$ cat src/verilog/fmul_bus_pkg.sv
package fmul_bus_pkg;

  localparam int bus_data_w = 32;
  localparam int addr_w     = 8;

  // register map, byte addresses
  typedef enum logic [addr_w-1:0] {
    addr_a_lo   = 8'h00,
    addr_a_hi   = 8'h04,
    addr_b_lo   = 8'h08,
    addr_b_hi   = 8'h0C,
    addr_ctrl   = 8'h10,
    addr_status = 8'h14,
    addr_res_lo = 8'h18,
    addr_res_hi = 8'h1C,
    addr_flags  = 8'h20
  } reg_addr_t;

  // control fields
  localparam int ctrl_start    = 8;
  localparam int ctrl_rmode_lo = 0;
  localparam int ctrl_rmode_hi = 1;

  // status fields
  localparam int status_busy    = 0;
  localparam int status_done_lo = 8;
  localparam int status_done_hi = 15;

endpackage

$ cat src/verilog/fmul_fp_pkg.sv
package fmul_fp_pkg;

  // rounding direction, encoded as in the control register
  typedef enum logic [1:0] {
    rnd_even  = 2'd0,
    rnd_zero  = 2'd1,
    rnd_plus  = 2'd2,
    rnd_minus = 2'd3
  } round_mode_t;

  // result class after operand decode
  typedef enum logic [1:0] {
    cls_normal   = 2'd0,
    cls_zero     = 2'd1,
    cls_infinity = 2'd2,
    cls_nan      = 2'd3
  } fp_class_t;

  // exception flag word
  localparam int flag_w         = 4;
  localparam int flag_invalid   = 0;
  localparam int flag_overflow  = 1;
  localparam int flag_underflow = 2;
  localparam int flag_inexact   = 3;

  typedef logic [flag_w-1:0] fp_flags_t;

endpackage

$ cat src/verilog/fmul_apb_regs.sv
module fmul_apb_regs import fmul_fp_pkg::*; import fmul_bus_pkg::*; #(
  parameter int op_w = 64
) (
  input  logic                  clk,
  input  logic                  reset,
  input  logic                  psel,
  input  logic                  penable,
  input  logic                  pwrite,
  input  logic [addr_w-1:0]     paddr,
  input  logic [bus_data_w-1:0] pwdata,
  output logic [bus_data_w-1:0] prdata,
  output logic                  pready,
  output logic                  pslverr,
  input  logic                  res_valid,
  input  logic [op_w-1:0]       res_value,
  input  fp_flags_t             res_flags,
  output logic                  op_valid,
  output logic [op_w-1:0]       op_a,
  output logic [op_w-1:0]       op_b,
  output round_mode_t           op_rmode
);

  localparam int hi_w   = op_w - bus_data_w;
  localparam int done_w = status_done_hi - status_done_lo + 1;

  logic [op_w-1:0]   a_q;
  logic [op_w-1:0]   b_q;
  logic [op_w-1:0]   res_q;
  round_mode_t       rmode_q;
  fp_flags_t         flags_q;
  logic [done_w-1:0] done_q;
  logic [1:0]        inflight_q;
  logic              access;
  logic              addr_ok;
  logic              res_read;
  logic              wr_en;
  logic              ctrl_wr;
  logic              busy;
  fp_flags_t         clear_mask;
  fp_flags_t         set_mask;

  assign access = psel && penable;

  always_comb begin
    case (paddr)
      addr_a_lo, addr_a_hi, addr_b_lo, addr_b_hi, addr_ctrl,
      addr_status, addr_res_lo, addr_res_hi, addr_flags: addr_ok = 1'b1;
      default: addr_ok = 1'b0;
    endcase
  end

  assign busy     = (inflight_q != 2'd0);
  assign res_read = !pwrite && (paddr == addr_res_lo || paddr == addr_res_hi);

  // result reads wait for the pipeline to drain
  assign pready  = access && !(res_read && busy);
  assign pslverr = access && !addr_ok;

  assign wr_en    = access && pwrite && addr_ok;
  assign ctrl_wr  = wr_en && (paddr == addr_ctrl);
  assign op_valid = ctrl_wr && pwdata[ctrl_start];
  assign op_rmode = ctrl_wr ? round_mode_t'(pwdata[ctrl_rmode_hi:ctrl_rmode_lo]) : rmode_q;
  assign op_a     = a_q;
  assign op_b     = b_q;

  // new flags win over a write-one-to-clear
  assign clear_mask = (wr_en && paddr == addr_flags) ? pwdata[flag_w-1:0] : '0;
  assign set_mask   = res_valid ? res_flags : '0;

  always_ff @(posedge clk) begin
    if (reset) begin
      rmode_q <= rnd_even;
      flags_q <= '0;
      done_q <= '0;
      inflight_q <= '0;
    end else begin
      if (ctrl_wr) begin
        rmode_q <= round_mode_t'(pwdata[ctrl_rmode_hi:ctrl_rmode_lo]);
      end
      flags_q <= (flags_q & ~clear_mask) | set_mask;
      if (res_valid) begin
        done_q <= done_q + 1'b1;
      end
      case ({op_valid, res_valid})
        2'b10: inflight_q <= inflight_q + 2'd1;
        2'b01: inflight_q <= inflight_q - 2'd1;
        default: inflight_q <= inflight_q;
      endcase
    end
  end

  always_ff @(posedge clk) begin
    if (wr_en) begin
      case (paddr)
        addr_a_lo: a_q[bus_data_w-1:0] <= pwdata;
        addr_a_hi: a_q[op_w-1:bus_data_w] <= pwdata[hi_w-1:0];
        addr_b_lo: b_q[bus_data_w-1:0] <= pwdata;
        addr_b_hi: b_q[op_w-1:bus_data_w] <= pwdata[hi_w-1:0];
        default: ;
      endcase
    end
    if (res_valid) begin
      res_q <= res_value;
    end
  end

  always_comb begin
    prdata = '0;
    case (paddr)
      addr_a_lo:   prdata = a_q[bus_data_w-1:0];
      addr_a_hi:   prdata[hi_w-1:0] = a_q[op_w-1:bus_data_w];
      addr_b_lo:   prdata = b_q[bus_data_w-1:0];
      addr_b_hi:   prdata[hi_w-1:0] = b_q[op_w-1:bus_data_w];
      addr_ctrl:   prdata[ctrl_rmode_hi:ctrl_rmode_lo] = rmode_q;
      addr_status: begin
        prdata[status_busy] = busy;
        prdata[status_done_hi:status_done_lo] = done_q;
      end
      addr_res_lo: prdata = res_q[bus_data_w-1:0];
      addr_res_hi: prdata[hi_w-1:0] = res_q[op_w-1:bus_data_w];
      addr_flags:  prdata[flag_w-1:0] = flags_q;
      default: ;
    endcase
  end

  // a result only returns while an operation is in flight
  assert property (@(posedge clk) disable iff (reset) res_valid |-> busy);

endmodule

$ cat config.mk
export PLATFORM = sky130hd
export DESIGN_NAME = fmul_apb_regs
export DESIGN_NICKNAME = d
export VERILOG_FILES = /design/src/verilog/fmul_bus_pkg.sv /design/src/verilog/fmul_fp_pkg.sv /design/src/verilog/fmul_apb_regs.sv
export SDC_FILE = /design/constraint.sdc
export NUM_CORES = 1
export LEC_CHECK = 0
export BUFFER_PORTS_ARGS = -buffer_cell sky130_fd_sc_hd__buf_2
export CAP_MARGIN = 10
export CELL_PAD_IN_SITES_DETAIL_PLACEMENT = 0
export CELL_PAD_IN_SITES_GLOBAL_PLACEMENT = 2
export CORE_MARGIN = 3
export CORE_UTILIZATION = 37
export DETAILED_ROUTE_END_ITERATION = 12
export GPL_TIMING_DRIVEN = 0
export PLACE_DENSITY_LB_ADDON = 0.1
export SYNTH_ARGS = -nofsm -noshare
export SYNTH_HDL_FRONTEND = slang
export SYNTH_SLANG_ARGS = --single-unit
$ cat constraint.sdc
create_clock -name clk -period 9.3 [get_ports clk]
set_clock_uncertainty 0.2 [all_clocks]
set_input_delay 1.395 -clock clk [delete_from_list [all_inputs] [get_ports clk]]
set_output_delay 1.395 -clock clk [all_outputs]
set_load 0.05 [all_outputs]
==> results of run 1 <==
[worst max-delay path: cells and delay by family]
kind            cells  cell delay, ns
compound gates      1            0.24
buf+inv             4            1.31
mux                 1            0.42
simple gates        1            0.07
[final cells by class]
type | instances | area (um^2)
Buffer | 24 | 154
Clock buffer | 28 | 637
Clock inverter | 16 | 193
Fill cell | 1947 | 10900
Inverter | 7 | 26.3
Multi-Input combinational cell | 252 | 2010
Sequential cell | 208 | 6090
Tap cell | 280 | 350
Timing Repair Buffer | 290 | 1550
[cells in the final DEF (no fill, tap or decap), types with 3 or more instances in the layout]
| cell type | Yosys | final |
|---|---|---|
| a21oi_1 | 9 | 9 |
| nand2_1 | 61 | 61 |
| mux4_2 | 22 | 22 |
| o21ai_0 | 11 | 11 |
| nor2_1 | 17 | 15 |
| buf_4 | 4 | 10 |
| a222oi_1 | 3 | 3 |
| a22o_1 | 12 | 12 |
| clkinvlp_4 | 0 | 4 |
| buf_6 | 5 | 10 |
| nand4_1 | 6 | 6 |
| buf_1 | 3 | 3 |
| mux2i_1 | 8 | 8 |
| nand3_1 | 8 | 8 |
| clkbuf_16 | 0 | 25 |
| and3_1 | 3 | 3 |
| or3_1 | 4 | 4 |
| a22oi_1 | 28 | 28 |
| nor2b_1 | 3 | 3 |
| nor3_1 | 4 | 3 |
| dfxtp_1 | 16 | 16 |
| clkbuf_1 | 3 | 6 |
| bufinv_16 | 0 | 4 |
| clkinv_2 | 0 | 6 |
| edfxtp_1 | 192 | 192 |
| mux2_2 | 9 | 9 |
| nor3_2 | 2 | 3 |
| xor2_1 | 5 | 5 |
| inv_1 | 7 | 7 |
| buf_2 | 9 | 285 |
[per-stage QoR]
| stage | cells | TNS, ns |
|---|---|---|
| after floorplan | 491 | 0 |
| after global placement | 1048 | -9.57 |
| after detailed placement | 1061 | 0 |
| after CTS | 1105 | 0 |
| after global routing | 1105 | 0 |
| final | 1105 | 0 |
[state kept, by name, indices dropped and copies added, names as in the netlist]
signal,cells
inflight_q,2
done_q,8
op_a,64
rmode_q,2
res_q,64
op_b,64
flags_q,4
[power breakdown]
group	switching, mW	leakage (nW)	internal, mW
combinational	0.0634	2.09	0.0441
clock	0.378	0.398	0.602
sequential	0.00898	1.91	1.05
[layer usage]
metal	up-vias	share of wire (%)	GRT usage, %
met5	-	0.050	0
met4	2	2.1	4.67
met3	41	7.6	5.81
met2	225	47	32.7
met1	2846	44	28.8
li1	2598	-	-
[how the worst min path moves through the flow]
stage	start	end	slack (ns)	depth (start not counted)
6_report	flags_q[1]$_SDFF_PP0_	flags_q[1]$_SDFF_PP0_	0.28	2
3_5_place_dp	flags_q[1]$_SDFF_PP0_	flags_q[1]$_SDFF_PP0_	0.26	2
2_1_floorplan	flags_q[3]$_SDFF_PP0_	flags_q[3]$_SDFF_PP0_	0.25	2
4_1_cts	flags_q[1]$_SDFF_PP0_	flags_q[1]$_SDFF_PP0_	0.28	2
5_1_grt	inflight_q[1]$_SDFFE_PP0P_	inflight_q[1]$_SDFFE_PP0P_	0.31	2
3_3_place_gp	inflight_q[1]$_SDFFE_PP0P_	inflight_q[1]$_SDFFE_PP0P_	0.27	2
[cell families after synthesis]
kind of cell,count (synthesis)
compound gates,79
mux,39
buf+inv,31
fa+ha+maj,2
flops,208
simple gates,125
xor+xnor,7
==> metrics.md, run 1 <==
| Metric | Value |
|---|---|
| Outcome | complete, no violations |
| Tot Pwr | 2.15 mW |
| Crit-path slowest cell | buf_1 |
| Resized Gates After CTS | 0 |
| Placed inst area | 10200 um^2 |
| HP Class | register to register |
| Synthesis-stage register bit count | 208 |
| Vias | 5712 |
| Post-synth EDFFs | 192 |
| Yosys top cell by area | edfxtp_1 |
| Max stage delay on crit path | 0.64 ns |
| Setup ws final | 4.26 ns |
| Cells along the critical path | buf_2 -> buf_2 -> buf_1 -> mux4_2 -> a22oi_1 -> nand2_1 -> buf_2 |
| CP startpoint | paddr[3] |
| P&R area growth vs syn | 33.4% |
| Leak pwr | 4.39 nW |
| Relative slew slack | 43.1% |
| Count of buffers from port buffering | 277 |
| IO Pins | 279 |
| Starting density of the core | 37.7% |
| CP Class | primary input to primary output |
| Worst Path Required | 7.71 ns |
| First-pass GRT wire length | 37800 um |
| Inserted Clock Buffers | 24 |
| Worst slew pin tran | 0.846 ns |
| DRC viols | 0 |
| Reg clk slew, reported paths | 0.06 ns |
| Setup bufs post-CTS | 0 |
| Starting DRC count in detailed routing | 326 |
| RSZ-0062 raised after global routing | false |
| # nets final | 923 |
| Maxcap violations | 0 |
| Global placer's final weighted congestion | 0.788 |
| Hold Vio Cnt, Final | 0 |
| Synth Area in Adders | 0.303% |
| Die height | 155 um |
| Die W | 155 um |
| CP startpoint kind | primary input |
| Synth Area in XOR/XNOR | 0.743% |
| Critical path endpoint | prdata[4] |
| Synthesized Nets | 607 |
| Layout cells sized above 1 | 47.3% |
| Simple-Gate Fraction of Synth Area | 7.82% |
| CTS max path bufs | 3 |
| Commonest cells in the netlist | 192 x edfxtp_1, 61 x nand2_1, 28 x a22oi_1, 22 x mux4_2, 17 x nor2_1 |
| Fin Hold WS | 0.280 ns |
| Post-synthesis mux area share | 8.20% |
| Via-per-instance ratio | 5.17 |
| Main area contributors after synthesis | edfxtp_1 70%, mux4_2 6.0%, dfxtp_1 3.9%, nand2_1 2.8%, a22oi_1 2.5% |
| Vias in the first global route | 5971 |
| CP max FO | 10 |
| Final Core Density | 50.3% |
| Cells on worst reg2reg path | 3 |
| CTS Root Cell | clkbuf_16 |
| Antenna cells | 0 |
| Row cnt | 54 |
| DPL Wire Length | 18900 um |
| Fmax | 198 MHz |
| Final Setup Violations | 0 |
| Syn Area/Cell | 16.8 um^2 |
| PwrDens | 195 nW/um^2 |
| Fin. max-slew vios | 0 |
| DRT Wirelength | 25800 um |
| H-tree levels | 1 |
| Total gr overflow | 0 |
| Flop2flop setup slack | 7.82 ns |
| Post-Synthesis Cells | 491 |
| Top-area cell type share of the netlist area | 69.9% |
| Worst R2R End | done_q[7]$_SDFFE_PP0P_ |
| Wire per inst | 23.4 um |
| Synth cell types | 53 |
| Minimum clock period | 5.04 ns |
| Seq/Total Area, Yosys | 73.7% |
| Most common cell on crit path | buf_2 |
| Crit. End Element | primary output |
| Initial antenna violation count | 1 |
| Largest net degree at the start of global routing | 67 |
| Crit path DAT | 3.44 ns |
| Post-synthesis compound-gate area fraction | 7.00% |
| Main combinational cell family by area after synthesis | multiplexers |
| Yosys warns | 0 |
| Core ar. | 21900 um^2 |
| Synthesized area | 8250 um^2 |
| GRT Total Usage | 20.7% |
| Design Area, Final | 11000 um^2 |
| Die area | 24100 um^2 |
| Hold Buf Count CTS | 0 |
| Most common cell in the synthesized netlist | edfxtp_1 |
| Ys flop type | edfxtp_1 |
| Ys async rst share | 0% |
| Final period util | 54.2% |
| CTS Sinks | 208 |
| Worst reg2reg path startpoint | done_q[2]$_SDFFE_PP0P_ |
| ANT nets after route | 0 |
| DRT Pass-1 Iters | 7 |
| Skew-Pair Late Insertion Delay | 0.51 ns |
| CTS tree | done |
| Worst vdd ir | 0.124 mV |
| Setup WS pre-CTS | 4.23 ns |
No activity file was read; power rests on OpenSTA's default activity.
==> inputs of run 2 (changes only) <==
--- a/config.mk
+++ b/config.mk
@@ -10,7 +10,7 @@
 export CELL_PAD_IN_SITES_DETAIL_PLACEMENT = 0
 export CELL_PAD_IN_SITES_GLOBAL_PLACEMENT = 2
 export CORE_MARGIN = 3
-export CORE_UTILIZATION = 37
+export CORE_UTILIZATION = 31
 export DETAILED_ROUTE_END_ITERATION = 12
 export GPL_TIMING_DRIVEN = 0
 export PLACE_DENSITY_LB_ADDON = 0.1
==> constraint.sdc (replaced) <==
create_clock -name clk -period 4.4 [get_ports clk]
set_clock_uncertainty 0.2 [all_clocks]
set_input_delay 0.66 -clock clk [delete_from_list [all_inputs] [get_ports clk]]
set_output_delay 0.66 -clock clk [all_outputs]
set_load 0.05 [all_outputs]
==> run 2 against run 1 <==
Compared with the run above: combinational power up 110%; sequential power up 110%; critical path depth stayed put; non-clock buffer count fell by 4; first-iteration DRC count is 3.4% higher; count of clock-buffer cells in the layout up 3; critical path type unchanged; via count shrank 0.89%; register-to-register slack worse by 4.9 ns; final cell count up 4.4%; die area increased by 19%; largest power group unchanged; highest routed layer unchanged.
==> metrics.md, run 2 (synthesized netlist as in run 1, its figures left out) <==
| Metric | Value |
|---|---|
| Multi-input gate area | 2020 um^2 |
| Setup bufs post-CTS | 0 |
| DRC viols | 0 |
| Inserted Clock Buffers | 24 |
| Register area | 6090 um^2 |
| Setup WS pre-CTS | 0.691 ns |
| Worst slew pin tran | 0.973 ns |
| CP max FO | 10 |
| CP startpoint kind | primary input |
| Vias | 5661 |
| Core ar. | 26100 um^2 |
| H-tree levels | 1 |
| Worst Path Required | 3.54 ns |
| GRT Total Usage | 18.8% |
| Final Core Density | 42.1% |
| IO Pins | 279 |
| Hold Buf Count CTS | 0 |
| CTS Root Cell | clkbuf_16 |
| Non-Filler Instances | 1154 |
| DRT Pass-1 Iters | 5 |
| Starting DRC count in detailed routing | 337 |
| Initial antenna violation count | 6 |
| Final period util | 82.2% |
| Wire per inst | 23.9 um |
| Cells on worst reg2reg path | 3 |
| Hold Path Stages | 1 |
| Outcome | complete, no violations |
| CTS Sinks | 208 |
| Minimum clock period | 3.62 ns |
| ANT nets after route | 0 |
| Skew-Pair Late Insertion Delay | 0.51 ns |
| Resized Gates After CTS | 0 |
| Global placer's final weighted congestion | 0.771 |
| Die W | 169 um |
| Reg clk slew, reported paths | 0.06 ns |
| Worst reg2reg path startpoint | done_q[1]$_SDFFE_PP0P_ |
| Crit path DAT | 2.76 ns |
| Design Area, Final | 11000 um^2 |
| WHS Endpoint | res_q[38]$_DFFE_PP_ |
| Fin. max-slew vios | 0 |
| Fin Hold WS | 0.111 ns |
| Worst vdd ir | 0.310 mV |
| Hold Vio Cnt, Final | 0 |
| Final Setup Violations | 0 |
| P&R area growth vs syn | 33.2% |
| Count of buffers from port buffering | 277 |
| Worst R2R End | done_q[7]$_SDFFE_PP0P_ |
| CTS max path bufs | 3 |
| Layout fillers | 2434 |
| Row cnt | 59 |
| Largest net degree at the start of global routing | 44 |
| First-pass GRT wire length | 40100 um |
| Layout cells sized above 1 | 46.1% |
| Via-per-instance ratio | 4.91 |
| CP Class | primary input to primary output |
| DPL Wire Length | 20200 um |
| Setup ws final | 0.781 ns |
| Maxcap violations | 0 |
| HP Class | primary input to register |
| RSZ-0062 raised after global routing | false |
| Most frequent cells in the layout | 285 x buf_2, 192 x edfxtp_1, 61 x nand2_1 |
| Fmax | 276 MHz |
| Most common cell after layout, fill and taps aside | buf_2 |
| Crit. End Element | primary output |
| # nets final | 919 |
| Starting density of the core | 31.6% |
| CTS tree | done |
| HP Start | res_value[38] |
| Die area | 28600 um^2 |
| Placed inst area | 10200 um^2 |
| Post-Route Setup TNS | 0 ns |
| PwrDens | 398 nW/um^2 |
| Flop2flop setup slack | 2.90 ns |
| Leak pwr | 4.35 nW |
| Tot Pwr | 4.37 mW |
| Vias in the first global route | 6146 |
| Total gr overflow | 0 |
| Die height | 169 um |
| Number of placed instances, taps included | 1112 |
| Relative slew slack | 34.8% |
| DRT Wirelength | 27500 um |
run 2: changes by cell type in the layout (fill, tap and decap cells not counted), moves of 2 or more:
cell / delta
buf_4: -5
bufinv_16: -2
clkinv_2: -2
buf_8: +3
clkinv_1: +3
buf_6: -2
clkbuf_1: +3
clkinvlp_4: -4
run 2: worst max path at each step:
stage	from	end	slack (ns)
3_5_place_dp	paddr[3]	prdata[14]	0.69
3_3_place_gp	paddr[3]	op_a[28]$_DFFE_PP_	-3.01
4_1_cts	paddr[3]	prdata[14]	0.69
6_report	paddr[3]	prdata[14]	0.78
5_1_grt	paddr[5]	prdata[16]	0.61
2_1_floorplan	paddr[5]	op_a[0]$_DFFE_PP_	0.03
run 2: where the power goes:
| part | internal, mW | switching, mW |
|---|---|---|
| registers | 2.22 | 0.0190 |
| logic | 0.0932 | 0.136 |
| clock network | 1.14 | 0.761 |
run 2: metal layers:
| layer | routed length (um) | up-vias | global-route usage (%) |
|---|---|---|---|
| li1 | - | 2586 | - |
| met1 | 11600 | 2783 | 24.6 |
| met2 | 13000 | 238 | 31.5 |
| met4 | 639 | 10 | 4.41 |
| met3 | 2260 | 44 | 4.91 |
| met5 | 53 | - | 0 |
run 2: layout make-up:
| type | count | area share [%] |
|---|---|---|
| timing repair buffer | 286 | 14.0 |
| buffer | 24 | 1.40 |
| multi-input combinational | 252 | 18.4 |
| sequential | 208 | 55.4 |
| clock buffer | 31 | 5.90 |
| clock inverter | 10 | 0.865 |
| inverter | 7 | 0.239 |
| antenna | 1 | 0.0228 |
| tap | 335 | 3.81 |
run 2: critical path: stages:
cell,delay [ns]
buf_2,0.16
buf_2,0.32
buf_1,0.66
mux4_2,0.43
a22oi_1,0.23
nand2_1,0.08
buf_2,0.21
==> inputs of run 3 (changes only) <==
--- a/config.mk
+++ b/config.mk
@@ -5,12 +5,13 @@
 export SDC_FILE = /design/constraint.sdc
 export NUM_CORES = 1
 export LEC_CHECK = 0
+export ABC_AREA = 1
 export BUFFER_PORTS_ARGS = -buffer_cell sky130_fd_sc_hd__buf_2
 export CAP_MARGIN = 10
 export CELL_PAD_IN_SITES_DETAIL_PLACEMENT = 0
 export CELL_PAD_IN_SITES_GLOBAL_PLACEMENT = 2
 export CORE_MARGIN = 3
-export CORE_UTILIZATION = 31
+export CORE_UTILIZATION = 29
 export DETAILED_ROUTE_END_ITERATION = 12
 export GPL_TIMING_DRIVEN = 0
 export PLACE_DENSITY_LB_ADDON = 0.1
==> constraint.sdc (replaced) <==
create_clock -name clk -period 3.3 [get_ports clk]
set_clock_uncertainty 0.2 [all_clocks]
set_input_delay 0.495 -clock clk [delete_from_list [all_inputs] [get_ports clk]]
set_output_delay 0.495 -clock clk [all_outputs]
set_load 0.05 [all_outputs]
==> run 3 against run 2 <==
Compared with the run above: critical path type unchanged; first-iteration DRC count down 1.2%; routed wire length rose by 6.6%; synthesized cell count is 22% higher; worst hold slack lost 0.079 ns; combinational power is 23% higher; final cell count is 17% higher; setup slack worse by 0.64 ns; register-to-register slack got worse by 1.2 ns; total power grew 35%; critical path depth rose by 4; utilization increased by 1.0 points; via count is 10% higher.
==> metrics.md, run 3 <==
| Metric | Value |
|---|---|
| Minimum clock period | 3.16 ns |
| DPL Wire Length | 20300 um |
| Fin Hold WS | 0.0324 ns |
| Worst reg2reg path startpoint | done_q[0]$_SDFFE_PP0P_ |
| Ys async rst share | 0% |
| Die area | 29600 um^2 |
| HP Class | primary input to register |
| Core ar. | 27000 um^2 |
| Synthesized area | 8010 um^2 |
| Starting DRC count in detailed routing | 333 |
| Post-Synthesis Cells | 597 |
| Count of buffers from port buffering | 277 |
| CP startpoint | paddr[6] |
| Fin. max-slew vios | 0 |
| ANT nets after route | 0 |
| Simple-Gate Fraction of Synth Area | 15.2% |
| Max stage delay on crit path | 0.32 ns |
| Final Core Density | 43.1% |
| RSZ-0062 raised after global routing | false |
| CTS max path bufs | 3 |
| Synthesis-stage register bit count | 208 |
| Syn Area/Cell | 13.4 um^2 |
| Crit. End Element | primary output |
| Hold Vio Cnt, Final | 0 |
| Starting density of the core | 29.6% |
| DRT Wirelength | 29400 um |
| P&R area growth vs syn | 45.4% |
| Post-synth EDFFs | 192 |
| Final period util | 95.8% |
| Crit path DAT | 2.47 ns |
| IO Pins | 279 |
| Yosys warns | 0 |
| Buf/Inv on CP | 6 |
| Cells on worst reg2reg path | 7 |
| CP startpoint kind | primary input |
| Main area contributors after synthesis | edfxtp_1 72%, nand2_1 9.0%, dfxtp_1 4.0%, a221oi_1 3.3%, nand3_1 1.4% |
| Hold Path Stages | 1 |
| Maxcap violations | 0 |
| Reg clk slew, reported paths | 0.06 ns |
| Synthesized Nets | 713 |
| Skew-Pair Late Insertion Delay | 0.51 ns |
| Outcome | complete, no violations |
| Largest net degree at the start of global routing | 64 |
| Worst slew pin tran | 0.781 ns |
| Final Setup Violations | 0 |
| Cells along the critical path | buf_2 -> inv_2 -> nand2_4 -> nor2_4 -> nand2_1 -> inv_1 -> buf_4 -> buf_4 -> nand2_1 -> nand3_1 -> buf_2 |
| Synth Area in Adders | 0.312% |
| DRC viols | 0 |
| GRT Total Usage | 19.3% |
| Via-per-instance ratio | 4.61 |
| Most common cell after layout, fill and taps aside | buf_2 |
| Die W | 172 um |
| CTS tree | done |
| Worst Path Required | 2.60 ns |
| First-pass GRT wire length | 41800 um |
| Synth Area in XOR/XNOR | 0% |
| Die height | 172 um |
| CTS Root Cell | clkbuf_16 |
| Top-area cell type share of the netlist area | 72.0% |
| Setup ws final | 0.137 ns |
| Inserted Clock Buffers | 24 |
| Post-synthesis compound-gate area fraction | 5.61% |
| Antenna cells | 0 |
| Wire per inst | 21.7 um |
| Post-synthesis mux area share | 0.125% |
| Setup bufs post-CTS | 0 |
| HP Start | pwdata[3] |
| Tot Pwr | 5.89 mW |
| CTS Sinks | 208 |
| Vias | 6245 |
| Leak pwr | 4.89 nW |
| PwrDens | 505 nW/um^2 |
| # nets final | 1112 |
| CP delay by family, top | buffers and inverters |
| Layout cells sized above 1 | 35.6% |
| CP max FO | 10 |
| Vias in the first global route | 6576 |
| H-tree levels | 1 |
| Yosys top cell by area | edfxtp_1 |
| Seq/Total Area, Yosys | 76.0% |
| CP Class | primary input to primary output |
| Row cnt | 60 |
| Ys flop type | edfxtp_1 |
| Most frequent cells in the layout | 289 x buf_2, 192 x nand2_1, 192 x edfxtp_1 |
| Synth cell types | 28 |
| Commonest cells in the netlist | 192 x edfxtp_1, 192 x nand2_1, 30 x a221oi_1, 25 x inv_1 |
| Setup WS pre-CTS | 0.108 ns |
| Worst vdd ir | 0.439 mV |
| DRT Pass-1 Iters | 4 |
| Crit-path slowest cell | buf_4 |
| Total gr overflow | 0 |
| Main combinational cell family by area after synthesis | simple AND/OR/NAND/NOR gates |
| Fmax | 316 MHz |
| Relative slew slack | 47.8% |
| Post-Route Setup TNS | 0 ns |
| Global placer's final weighted congestion | 0.776 |
| Critical path depth | 11 |
| Initial antenna violation count | 0 |
## run 3: changes by cell type after synthesis, moves of 9 or more
cell	delta
a22oi_1	-28
mux4_2	-22
mux2_2	-9
nand2_1	+131
inv_1	+18
a221oi_1	+29
nand3_1	+15
## run 3: cell families (layout without fill, tap and decap cells)
kind of cell,after synthesis,count (layout)
and+or+nand+nor,277,277
muxes,1,1
DFF,208,208
AOI/OAI and AO/OA,59,59
adders and majority gates,2,2
buffers and inverters,50,467
## run 3: layer usage
| layer | wire [um] | up-vias | global-route usage [%] |
|---|---|---|---|
| met1 | 12200 | 3018 | 24.9 |
| met2 | 14400 | 221 | 32.9 |
| li1 | - | 2965 | - |
| met5 | 0 | - | 0 |
| met4 | 620 | 0 | 4.41 |
| met3 | 2140 | 41 | 5.05 |
## run 3: path summary, 6_finish.rpt
check             slack, ns                      to
hold reg to reg        0.27   flags_q[3]$_SDFF_PP0_
setup reg to reg       1.68  done_q[7]$_SDFFE_PP0P_
setup / recovery       0.14               prdata[6]
hold / removal         0.03      op_a[35]$_DFFE_PP_
## run 3: what timing repair did
item,in CTS,in global routing
hold buffers,91,0
endpoints found under the setup margin,0,8
gates resized for setup,0,3
hold endpoints to repair,172,0
## run 3: final cells by class
cell class                      instances  area, um^2
Clock inverter                         17         170
Inverter                               29         109
Timing Repair Buffer                  373        2410
Tap cell                              341         427
Clock buffer                           27         612
Sequential cell                       208        6090
Buffer                                 21         115
Fill cell                            2601       15400
Multi-Input combinational cell        339        1720
## run 3: report_power, final
| group | total (mW) | switching (mW) | internal, mW |
|---|---|---|---|
| Combinational | 0.281 | 0.137 | 0.144 |
| Sequential | 2.98 | 0.0216 | 2.96 |
| Clock | 2.63 | 1.06 | 1.57 |
## run 3: metrics by stage
step / cells / cell area, um^2
3_3_place_gp: 1215 / 9820
3_5_place_dp: 1220 / 9950
4_1_cts: 1355 / 11600
5_1_grt: 1355 / 11600
6_report: 1355 / 11600
2_1_floorplan: 597 / 8010
